## src/lpbk_pkg.sv

```systemverilog
// ============================
// Shared widths, limits and vector types for the host memory loopback
// engine. RTL modules and the testbench pull these in with a wildcard
// import of lpbk_pkg.
// ============================

`default_nettype none

package lpbk_pkg;

    // Line address width. Addresses count whole lines, not bytes
    localparam int LINE_ADDR_W = 32;

    // One data line on the R and W channels
    localparam int DATA_W = 64;

    // AXI ID width
    // Bit 0 flags the final burst and bits 3:1 hold a wrapping counter
    localparam int ID_W = 4;

    // Burst size exponent, so bursts are 1, 2, 4 or 8 lines
    localparam int REQ_LEN_LOG2_W = 2;

    // 1-based burst length, big enough to hold 8
    localparam int BURST_LEN_W = 4;

    // AXI 0-based length field
    localparam int AXI_LEN_W = 8;

    // Line count field. It holds the number of lines minus one
    localparam int NUM_LINES_W = 20;

    // Limit on read lines in flight. The active counter is one bit
    // wider than the log2 so its top bit flags the limit
    localparam int RD_MAX_ACTIVE_LINES = 256;
    localparam int RD_ACTIVE_TEST_BIT = $clog2(RD_MAX_ACTIVE_LINES);

    // Depth of the read response ID queue, as a log2
    localparam int ID_FIFO_DEPTH_LOG2 = 2;

    typedef logic [LINE_ADDR_W-1:0]    line_addr_t;
    typedef logic [DATA_W-1:0]         line_data_t;
    typedef logic [ID_W-1:0]           axi_id_t;
    typedef logic [REQ_LEN_LOG2_W-1:0] req_len_log2_t;
    typedef logic [BURST_LEN_W-1:0]    burst_len_t;
    typedef logic [AXI_LEN_W-1:0]      axi_len_t;
    typedef logic [NUM_LINES_W-1:0]    num_lines_t;

endpackage

`default_nettype wire

```

## src/lpbk_rd_engine.sv

```systemverilog
// ============================
// Read burst generator for the loopback engine. A start pulse latches
// the source buffer and burst size, then AR requests walk the buffer
// one burst at a time. The number of lines in flight is capped so the
// response path can never back up past what memory will hold.
// ============================

`timescale 1ns/1ps
`default_nettype none

module lpbk_rd_engine
    import lpbk_pkg::*;
(
    input  logic          clk,
    input  logic          test_rst_n,
    input  logic          start,
    input  num_lines_t    num_lines,
    input  req_len_log2_t req_len_log2,
    input  line_addr_t    src_addr,
    input  logic          arready,
    input  logic          r_last_done,
    output logic          arvalid,
    output line_addr_t    araddr,
    output axi_len_t      arlen,
    output axi_id_t       arid,
    output logic          rd_done
);

    logic       rd_not_done;
    burst_len_t rd_burst_len;
    num_lines_t num_rd_req_rem;
    line_addr_t rd_addr;
    // Counter half of the ID. Bit 0 is reserved for the final flag
    logic [ID_W-2:0] rd_id;

    logic [RD_ACTIVE_TEST_BIT:0] num_rd_active_lines;
    logic [RD_ACTIVE_TEST_BIT:0] rd_burst_lines;
    logic rd_too_many_active;
    logic rd_is_last;
    logic ar_fire;

    // ============================
    // Burst sequencing
    // ============================

    assign ar_fire    = arvalid && arready;
    assign rd_is_last = (num_rd_req_rem == '0);

    always_ff @(posedge clk)
    begin
        if (!test_rst_n)
        begin
            rd_not_done <= 1'b0;
        end
        else if (start)
        begin
            rd_not_done <= 1'b1;
        end
        else if (ar_fire && rd_is_last)
        begin
            // Final burst accepted, arvalid drops next cycle
            rd_not_done <= 1'b0;
        end
    end

    // Burst parameters and the walking address
    always_ff @(posedge clk)
    begin
        if (start)
        begin
            rd_burst_len   <= burst_len_t'(1) << req_len_log2;
            num_rd_req_rem <= num_lines >> req_len_log2;
            rd_addr        <= src_addr;
            rd_id          <= '0;
        end
        else if (rd_not_done && ar_fire)
        begin
            rd_addr        <= rd_addr + line_addr_t'(rd_burst_len);
            num_rd_req_rem <= num_rd_req_rem - 1'b1;
            rd_id          <= rd_id + 1'b1;
        end
    end

    // ============================
    // In-flight line limiter
    // ============================

    assign rd_burst_lines = {{(RD_ACTIVE_TEST_BIT + 1 - BURST_LEN_W){1'b0}}, rd_burst_len};
    assign rd_too_many_active = num_rd_active_lines[RD_ACTIVE_TEST_BIT];

    // Grows by a burst on each AR handshake and shrinks by a burst when
    // the last beat of a response burst is taken
    always_ff @(posedge clk)
    begin
        if (!test_rst_n)
        begin
            num_rd_active_lines <= '0;
        end
        else if (ar_fire != r_last_done)
        begin
            if (ar_fire)
                num_rd_active_lines <= num_rd_active_lines + rd_burst_lines;
            else
                num_rd_active_lines <= num_rd_active_lines - rd_burst_lines;
        end
    end

    // AR channel drive
    assign arvalid = rd_not_done && !rd_too_many_active;
    assign araddr  = rd_addr;
    assign arlen   = axi_len_t'(rd_burst_len - 1'b1);
    // Final flag rides in bit 0 so it survives the trip to the B channel
    assign arid    = {rd_id, rd_is_last};
    assign rd_done = !rd_not_done;

    // Bursts divide the limit evenly, so the counter stops exactly on it
    // and no request goes out while it sits there
    a_rd_limit : assert property (@(posedge clk) disable iff (!test_rst_n)
        rd_too_many_active |->
            (!arvalid && (num_rd_active_lines ==
                          (RD_ACTIVE_TEST_BIT + 1)'(RD_MAX_ACTIVE_LINES))));

endmodule

`default_nettype wire

```

## src/lpbk_rsp_id_fifo.sv

```systemverilog
// ============================
// Skid queue for read response IDs. The ID of every response burst is
// captured on its first beat and held until the write side turns it
// into an AW request. Full back-pressures the R channel in the top.
// ============================

`timescale 1ns/1ps
`default_nettype none

module lpbk_rsp_id_fifo
    import lpbk_pkg::*;
(
    input  logic    clk,
    input  logic    test_rst_n,
    input  logic    rsp_fire,
    input  logic    rsp_last,
    input  axi_id_t rsp_id,
    input  logic    deq,
    output logic    full,
    output axi_id_t id_out,
    output logic    id_valid
);

    axi_id_t id_mem [2**ID_FIFO_DEPTH_LOG2];
    logic [ID_FIFO_DEPTH_LOG2-1:0] wr_ptr;
    logic [ID_FIFO_DEPTH_LOG2-1:0] rd_ptr;
    logic [ID_FIFO_DEPTH_LOG2:0]   count;
    logic rsp_sop;
    logic push;

    // Next beat starts a burst once the previous one carried last
    always_ff @(posedge clk)
    begin
        if (!test_rst_n)
            rsp_sop <= 1'b1;
        else if (rsp_fire)
            rsp_sop <= rsp_last;
    end

    assign push = rsp_fire && rsp_sop;

    always_ff @(posedge clk)
    begin
        if (push)
            id_mem[wr_ptr] <= rsp_id;
    end

    always_ff @(posedge clk)
    begin
        if (!test_rst_n)
        begin
            wr_ptr <= '0;
            rd_ptr <= '0;
            count  <= '0;
        end
        else
        begin
            if (push)
                wr_ptr <= wr_ptr + 1'b1;
            if (deq)
                rd_ptr <= rd_ptr + 1'b1;
            // Simultaneous push and pop leaves the count alone
            case ({push, deq})
                2'b10:   count <= count + 1'b1;
                2'b01:   count <= count - 1'b1;
                default: count <= count;
            endcase
        end
    end

    // The head entry shows the cycle after it is written
    assign id_out   = id_mem[rd_ptr];
    assign id_valid = (count != '0);
    assign full     = count[ID_FIFO_DEPTH_LOG2];

    a_no_push_full : assert property (@(posedge clk) disable iff (!test_rst_n)
        push |-> !full);

    a_no_deq_empty : assert property (@(posedge clk) disable iff (!test_rst_n)
        deq |-> id_valid);

endmodule

`default_nettype wire

```

## src/lpbk_wr_engine.sv

```systemverilog
// ============================
// Write address generator for the loopback engine. Each queued read
// response ID becomes one AW request at the next destination offset.
// The final flag in ID bit 0 closes the address stream, and the same
// flag on the B channel marks the whole copy as committed.
// ============================

`timescale 1ns/1ps
`default_nettype none

module lpbk_wr_engine
    import lpbk_pkg::*;
(
    input  logic          clk,
    input  logic          test_rst_n,
    input  logic          start,
    input  req_len_log2_t req_len_log2,
    input  line_addr_t    dst_addr,
    input  axi_id_t       id_in,
    input  logic          id_valid,
    input  logic          awready,
    input  logic          bvalid,
    input  axi_id_t       bid,
    output logic          id_deq,
    output logic          awvalid,
    output line_addr_t    awaddr,
    output axi_len_t      awlen,
    output axi_id_t       awid,
    output logic          wr_done
);

    logic       wr_addr_not_done;
    logic       wr_not_done;
    burst_len_t wr_burst_len;
    line_addr_t wr_addr;
    logic       aw_fire;
    logic       b_final;

    assign aw_fire = awvalid && awready;
    // bready is tied high in the top, so bvalid alone is a handshake
    assign b_final = bvalid && bid[0];

    // ============================
    // Completion flags
    // ============================

    always_ff @(posedge clk)
    begin
        if (!test_rst_n)
        begin
            wr_addr_not_done <= 1'b0;
            wr_not_done      <= 1'b0;
        end
        else if (start)
        begin
            wr_addr_not_done <= 1'b1;
            wr_not_done      <= 1'b1;
        end
        else
        begin
            // Final AW seen, no more address requests this run
            if (wr_addr_not_done && aw_fire && id_in[0])
                wr_addr_not_done <= 1'b0;
            // Responses come back in order so the flagged one is the last
            if (b_final)
                wr_not_done <= 1'b0;
        end
    end

    // Destination walks forward one burst per accepted AW
    always_ff @(posedge clk)
    begin
        if (start)
        begin
            wr_burst_len <= burst_len_t'(1) << req_len_log2;
            wr_addr      <= dst_addr;
        end
        else if (wr_addr_not_done && aw_fire)
        begin
            wr_addr <= wr_addr + line_addr_t'(wr_burst_len);
        end
    end

    // ============================
    // AW channel
    // ============================

    assign awvalid = id_valid;
    assign id_deq  = id_valid && awready;
    assign awaddr  = wr_addr;
    assign awlen   = axi_len_t'(wr_burst_len - 1'b1);
    // Write ID mirrors the read ID, final flag included
    assign awid    = id_in;
    assign wr_done = !wr_not_done;

    // Once the flagged AW is out the ID queue must stay dry until the
    // next start, since the read side issued nothing past it
    a_aw_quiet : assert property (@(posedge clk) disable iff (!test_rst_n)
        !wr_addr_not_done |-> !awvalid);

endmodule

`default_nettype wire

```

## src/lpbk_top.sv

```systemverilog
// ============================
// Host memory loopback top. Reads a source buffer with AXI-style bursts
// and streams the responses straight back out as writes to a destination
// buffer. Pulse start with the copy parameters held, then wait for done.
// ============================

`timescale 1ns/1ps
`default_nettype none

module lpbk_top
    import lpbk_pkg::*;
(
    input  logic          clk,
    input  logic          test_rst_n,
    input  logic          start,
    input  num_lines_t    num_lines,
    input  req_len_log2_t req_len_log2,
    input  line_addr_t    src_addr,
    input  line_addr_t    dst_addr,
    output logic          done,
    // AR channel
    output logic          arvalid,
    input  logic          arready,
    output line_addr_t    araddr,
    output axi_len_t      arlen,
    output axi_id_t       arid,
    // R channel
    input  logic          rvalid,
    output logic          rready,
    input  line_data_t    rdata,
    input  logic          rlast,
    input  axi_id_t       rid,
    // AW channel
    output logic          awvalid,
    input  logic          awready,
    output line_addr_t    awaddr,
    output axi_len_t      awlen,
    output axi_id_t       awid,
    // W channel
    output logic          wvalid,
    input  logic          wready,
    output line_data_t    wdata,
    output logic          wlast,
    // B channel
    input  logic          bvalid,
    output logic          bready,
    input  axi_id_t       bid
);

    logic    enable_done_out;
    logic    rd_done;
    logic    wr_done;
    logic    r_fire;
    logic    id_fifo_full;
    axi_id_t rsp_id;
    logic    rsp_id_valid;
    logic    rsp_id_deq;

    // Held low from reset until the first start, so done stays low too
    always_ff @(posedge clk)
    begin
        if (!test_rst_n)
            enable_done_out <= 1'b0;
        else if (start)
            enable_done_out <= 1'b1;
    end

    assign done = enable_done_out && rd_done && wr_done;

    // ============================
    // Response path
    // ============================

    // R only moves when both the ID queue and W can take it,
    // so a W stall holds R with nothing dropped
    assign rready = !id_fifo_full && wready;
    assign wvalid = rvalid && !id_fifo_full;
    assign wdata  = rdata;
    assign wlast  = rlast;
    assign r_fire = rvalid && rready;
    assign bready = 1'b1;

    lpbk_rd_engine rd_engine_inst (
        .clk          (clk),
        .test_rst_n   (test_rst_n),
        .start        (start),
        .num_lines    (num_lines),
        .req_len_log2 (req_len_log2),
        .src_addr     (src_addr),
        .arready      (arready),
        .r_last_done  (r_fire && rlast),
        .arvalid      (arvalid),
        .araddr       (araddr),
        .arlen        (arlen),
        .arid         (arid),
        .rd_done      (rd_done)
    );

    lpbk_rsp_id_fifo rsp_id_fifo_inst (
        .clk        (clk),
        .test_rst_n (test_rst_n),
        .rsp_fire   (r_fire),
        .rsp_last   (rlast),
        .rsp_id     (rid),
        .deq        (rsp_id_deq),
        .full       (id_fifo_full),
        .id_out     (rsp_id),
        .id_valid   (rsp_id_valid)
    );

    lpbk_wr_engine wr_engine_inst (
        .clk          (clk),
        .test_rst_n   (test_rst_n),
        .start        (start),
        .req_len_log2 (req_len_log2),
        .dst_addr     (dst_addr),
        .id_in        (rsp_id),
        .id_valid     (rsp_id_valid),
        .awready      (awready),
        .bvalid       (bvalid),
        .bid          (bid),
        .id_deq       (rsp_id_deq),
        .awvalid      (awvalid),
        .awaddr       (awaddr),
        .awlen        (awlen),
        .awid         (awid),
        .wr_done      (wr_done)
    );

endmodule

`default_nettype wire

```

## config.mk

```make
export PLATFORM = sky130hd
export DESIGN_NAME = lpbk_top
export DESIGN_NICKNAME = d
export VERILOG_FILES = /design/src/lpbk_pkg.sv /design/src/lpbk_rd_engine.sv /design/src/lpbk_rsp_id_fifo.sv /design/src/lpbk_wr_engine.sv /design/src/lpbk_top.sv
export SDC_FILE = /design/constraint.sdc
export NUM_CORES = 1
export LEC_CHECK = 0
export ABC_AREA = 1
export BUFFER_PORTS_ARGS = -buffer_cell sky130_fd_sc_hd__buf_2
export CAP_MARGIN = 40
export CELL_PAD_IN_SITES_DETAIL_PLACEMENT = 1
export CELL_PAD_IN_SITES_GLOBAL_PLACEMENT = 1
export CORE_ASPECT_RATIO = 0.9
export CORE_UTILIZATION = 39
export CTS_CLUSTER_DIAMETER = 200
export DETAILED_ROUTE_END_ITERATION = 12
export GPL_TIMING_DRIVEN = 0
export HOLD_SLACK_MARGIN = 0.1
export PLACE_DENSITY = 0.91
export SLEW_MARGIN = 10
export SYNTH_ARGS = -nofsm -noshare
export SYNTH_HDL_FRONTEND = slang
export SYNTH_SLANG_ARGS = --single-unit
export TNS_END_PERCENT = 30
```

## constraint.sdc

```tcl
create_clock -name clk -period 5.2 [get_ports clk]
set_clock_uncertainty 0.15 [all_clocks]
set_input_delay 0.52 -clock clk [delete_from_list [all_inputs] [get_ports clk]]
set_output_delay 0.52 -clock clk [all_outputs]
set_load 0.03 [all_outputs]
```

==> results.ini <==
[floorplan]
num_io_pins = 326
rows = 52
start_util_pct = 40.0
dieWidth_microns = 162
fp.dieH_microns = 146
core_sq_mm = 0.0226
die-area_sq_mm = 0.0237

[critical_path]
start_kind = register
r2r_end = rd_engine_inst.num_rd_active_lines[8]$_SDFFE_PN0P_
rr_worst_depth = 13
worstSetupStartpoint = rd_engine_inst.num_rd_req_rem[12]$_DFFE_PP_
crit_path_end_kind = primary output
cp.arrival_ns = 2.55
required_ns = 4.53
critPathMaxFanout = 4
crit_type = register to primary output
r2r-start = wr_engine_inst.wr_burst_len[1]$_SDFFCE_PP0P_
cp-endpoint = arid[0]
regToRegSetupSlack_ns = 2.12

[clocking]
clkTransAtPathRegs_ns = 0.07
cts-root-buf = clkbuf_16
cts.htree.levels = 4
clockBufferDepth = 2
clk_latency_ns = 0.42
numCtsBuffers = 17
postCtsSetupBuffers = 0
cts.sinks = 130
cts.hold.buffers_added = 0
cts_tree = done
cts.repair.resized = 0

[grt]
grt_pass1_vias = 9200
grt_antenna_before_repair = 3
grtUsageTotal_pct = 26.9
grt_max_degree = 53
grt_pass1_wl_microns = 49000
grt-ovfl-total = 0

[detailed_routing]
num_vias = 9082
routedWlPerCell_microns = 18.4
avgViaCountPerCell = 5.21
wl_met1_microns = 13400
drt_first_pass_iters = 5
ant_nets = 0
top_layer = met4
drt_iter0_drc = 620
met3WireLength_microns = 2070
postRouteWirelength_microns = 32000
wl_met2_microns = 16000
drc = 0

[logic_synthesis]
synth.ff_latch_count = 130
synth_edf_count = 104
synth_top_family_by_area = simple AND/OR/NAND/NOR gates
synth_nets = 1351
yosysUniqueCellTypes = 53
synth_mux_area_share_pct = 0.333
synthXorXnorAreaFrac_pct = 4.27
synth_ff_type = edfxtp_1
synth_cells = 1156
syn_area_sq_mm = 0.00902
yosysWarnings = 0
synth-simple-area-share_pct = 28.8
avgSynthCellArea_sq_um = 7.80
ys_async_sr_fraction_pct = 0
synth_compound_area_share_pct = 9.07
ys_seq_area_share_pct = 40.4
synth_adder_area_share_pct = 4.22

[power_and_ir_drop]
power-per-cell-area_mw_per_mm2 = 328
p_leak_nw = 5.32
peakVddDrop_uv = 180

[timing]
fmax_ghz = 0.310
fin_setup_tns_ns = 0
rsz0062_at_grt = no
fin_crit_ns = 3.22
tightest_slew_ns = 0.949
slew_violations = 0
post-route-period-util_pct = 62.0
setup_violations = 0
hold_violations = 0
worst_slew_margin_rel_pct = 36.7

[run_status]
run_status = finished clean

[final_layout]
final_nets = 1626
multi_input_area_sq_mm = 0.00422
layout-drive-gt1-share_pct = 29.3
final-instance-count-excl-fill = 1744
fill_cells = 2898
synthToLayoutAreaGrowth_pct = 24.9
regArea_sq_mm = 0.00364

[placed_design]
portBuffers = 256
hpwl_microns = 24900
routabilityCongestion = 0.921
placedCellCount = 1709

[min_path]
hold_class = primary input to register

[job]
max_cap_violations = 0

## cell families after synthesis
logic type | after synthesis
buffers and inverters | 229
xor gates and xnor gates | 44
muxes | 3
other | 1
adders and majority gates | 28
AOI/OAI and AO/OA | 140
and+or+nand+nor | 581
DFF | 130
## layout make-up
type | count | share of cell area (%)
buffer | 104 | 6.16
sequential | 130 | 32.3
clock inverter | 15 | 1.33
inverter | 125 | 4.16
antenna | 3 | 0.0666
tap | 297 | 3.30
timing repair buffer | 256 | 11.4
clock buffer | 17 | 3.78
multi-input combinational | 797 | 37.5
## worst min path at each step
stage / endpoint / slack, ns / cells after the start / start
4_1_cts: rsp_id_fifo_inst.id_mem[0][3]$_DFFE_PP_ / 0.15 / 1 / rid[3]
5_1_grt: rsp_id_fifo_inst.id_mem[0][3]$_DFFE_PP_ / 0.15 / 1 / rid[3]
2_1_floorplan: register / 0.29 / 2 / rsp_id_fifo_inst.rd_ptr[1]$_SDFFE_PN0P_
3_3_place_gp: rd_engine_inst.rd_id[2]$_SDFFE_PP0P_ / 0.28 / 1 / rd_engine_inst.rd_id[2]$_SDFFE_PP0P_
3_5_place_dp: rd_engine_inst.rd_id[2]$_SDFFE_PP0P_ / 0.30 / 1 / rd_engine_inst.rd_id[2]$_SDFFE_PP0P_
6_report: rsp_id_fifo_inst.id_mem[0][3]$_DFFE_PP_ / 0.17 / 1 / rid[3]
## flip-flops by register name, indices dropped and copies added, names as in the netlist, named ones only
register,count
rd_engine_inst.araddr,32
rd_engine_inst.num_rd_req_rem,20
rsp_id_fifo_inst.id_mem,16
rd_engine_inst.rd_id,3
rd_engine_inst.num_rd_active_lines,9
enable_done_out,1
wr_engine_inst.wr_not_done,1
wr_engine_inst.wr_addr_not_done,1
rsp_id_fifo_inst.rd_ptr,2
rsp_id_fifo_inst.wr_ptr,2
rd_engine_inst.rd_not_done,1
rsp_id_fifo_inst.count,3
wr_engine_inst.wr_burst_len,4
wr_engine_inst.awaddr,32
rsp_id_fifo_inst.rsp_sop,1
## power breakdown
part	internal [mW]	leakage (nW)	total (mW)	switching [mW]
clock network	0.674	0.282	1.21	0.535
logic	0.348	3.80	1.10	0.748
registers	1.27	1.24	1.39	0.123
total	2.29	5.32	3.70	1.41
## worst max-delay path, cell delays in order (launching register included)
cell,delay (ns)
edfxtp_1,0.41
inv_1,0.13
nand2_1,0.11
nor2_1,0.14
inv_1,0.13
nor3_1,0.16
nand3_1,0.09
nor3_1,0.54
buf_4,0.21
buf_2,0.21
## synthesized netlist by cell type, types with 8 or more instances
master | number | area share (%)
a21oi_1 | 32 | 1.8
a31oi_1 | 10 | 0.69
buf_4 | 80 | 6.7
clkbuf_1 | 17 | 0.71
dfxtp_1 | 26 | 5.8
edfxtp_1 | 104 | 35
ha_1 | 24 | 3.3
inv_1 | 117 | 4.9
nand2_1 | 341 | 14
nand3_1 | 57 | 3.2
nand4_1 | 21 | 1.5
nor2_1 | 86 | 3.6
nor2_2 | 9 | 0.62
nor2_4 | 8 | 1.0
nor3_1 | 18 | 1.0
o211ai_1 | 9 | 0.75
o21ai_0 | 57 | 3.2
o21ai_1 | 9 | 0.50
xnor2_1 | 24 | 2.3
xor2_1 | 20 | 1.9
## layer usage
layer | GRT usage [%] | vias to the layer above
met4 | 8.11 | 0
met1 | 34.1 | 4412
met5 | 0 | -
met2 | 46.5 | 335
met3 | 4.46 | 43
li1 | - | 4292
## cells in the final DEF (no fill, tap or decap), types with 18 or more instances in the layout
| master | instances |
|---|---|
| buf_2 | 259 |
| nand2_1 | 339 |
| nand3_1 | 57 |
| o21ai_0 | 57 |
| dfxtp_1 | 26 |
| ha_1 | 24 |
| xor2_1 | 20 |
| inv_1 | 117 |
| nand4_1 | 21 |
| nor3_1 | 18 |
| edfxtp_1 | 104 |
| buf_4 | 80 |
| nor2_1 | 86 |
| a21oi_1 | 32 |
| xnor2_1 | 24 |
## per-stage QoR
| stage | hold WS, ns | cell area (sq um) | util [%] | total power, mW | worst slack [ns] |
|---|---|---|---|---|---|
| floorplan | 0.286 | 9020 | - | 2.14 | 2.14 |
| global placement | 0.284 | 10700 | 47.3 | 2.44 | 1.16 |
| detailed placement | 0.298 | 10700 | 47.3 | 2.49 | 2.10 |
| CTS | 0.153 | 11300 | 49.9 | 3.70 | 1.98 |
| global route | 0.155 | 11300 | 49.9 | 3.85 | 1.82 |
| finish | 0.166 | 11300 | 49.9 | 3.70 | 1.98 |
(Power assumes the default switching activity.)
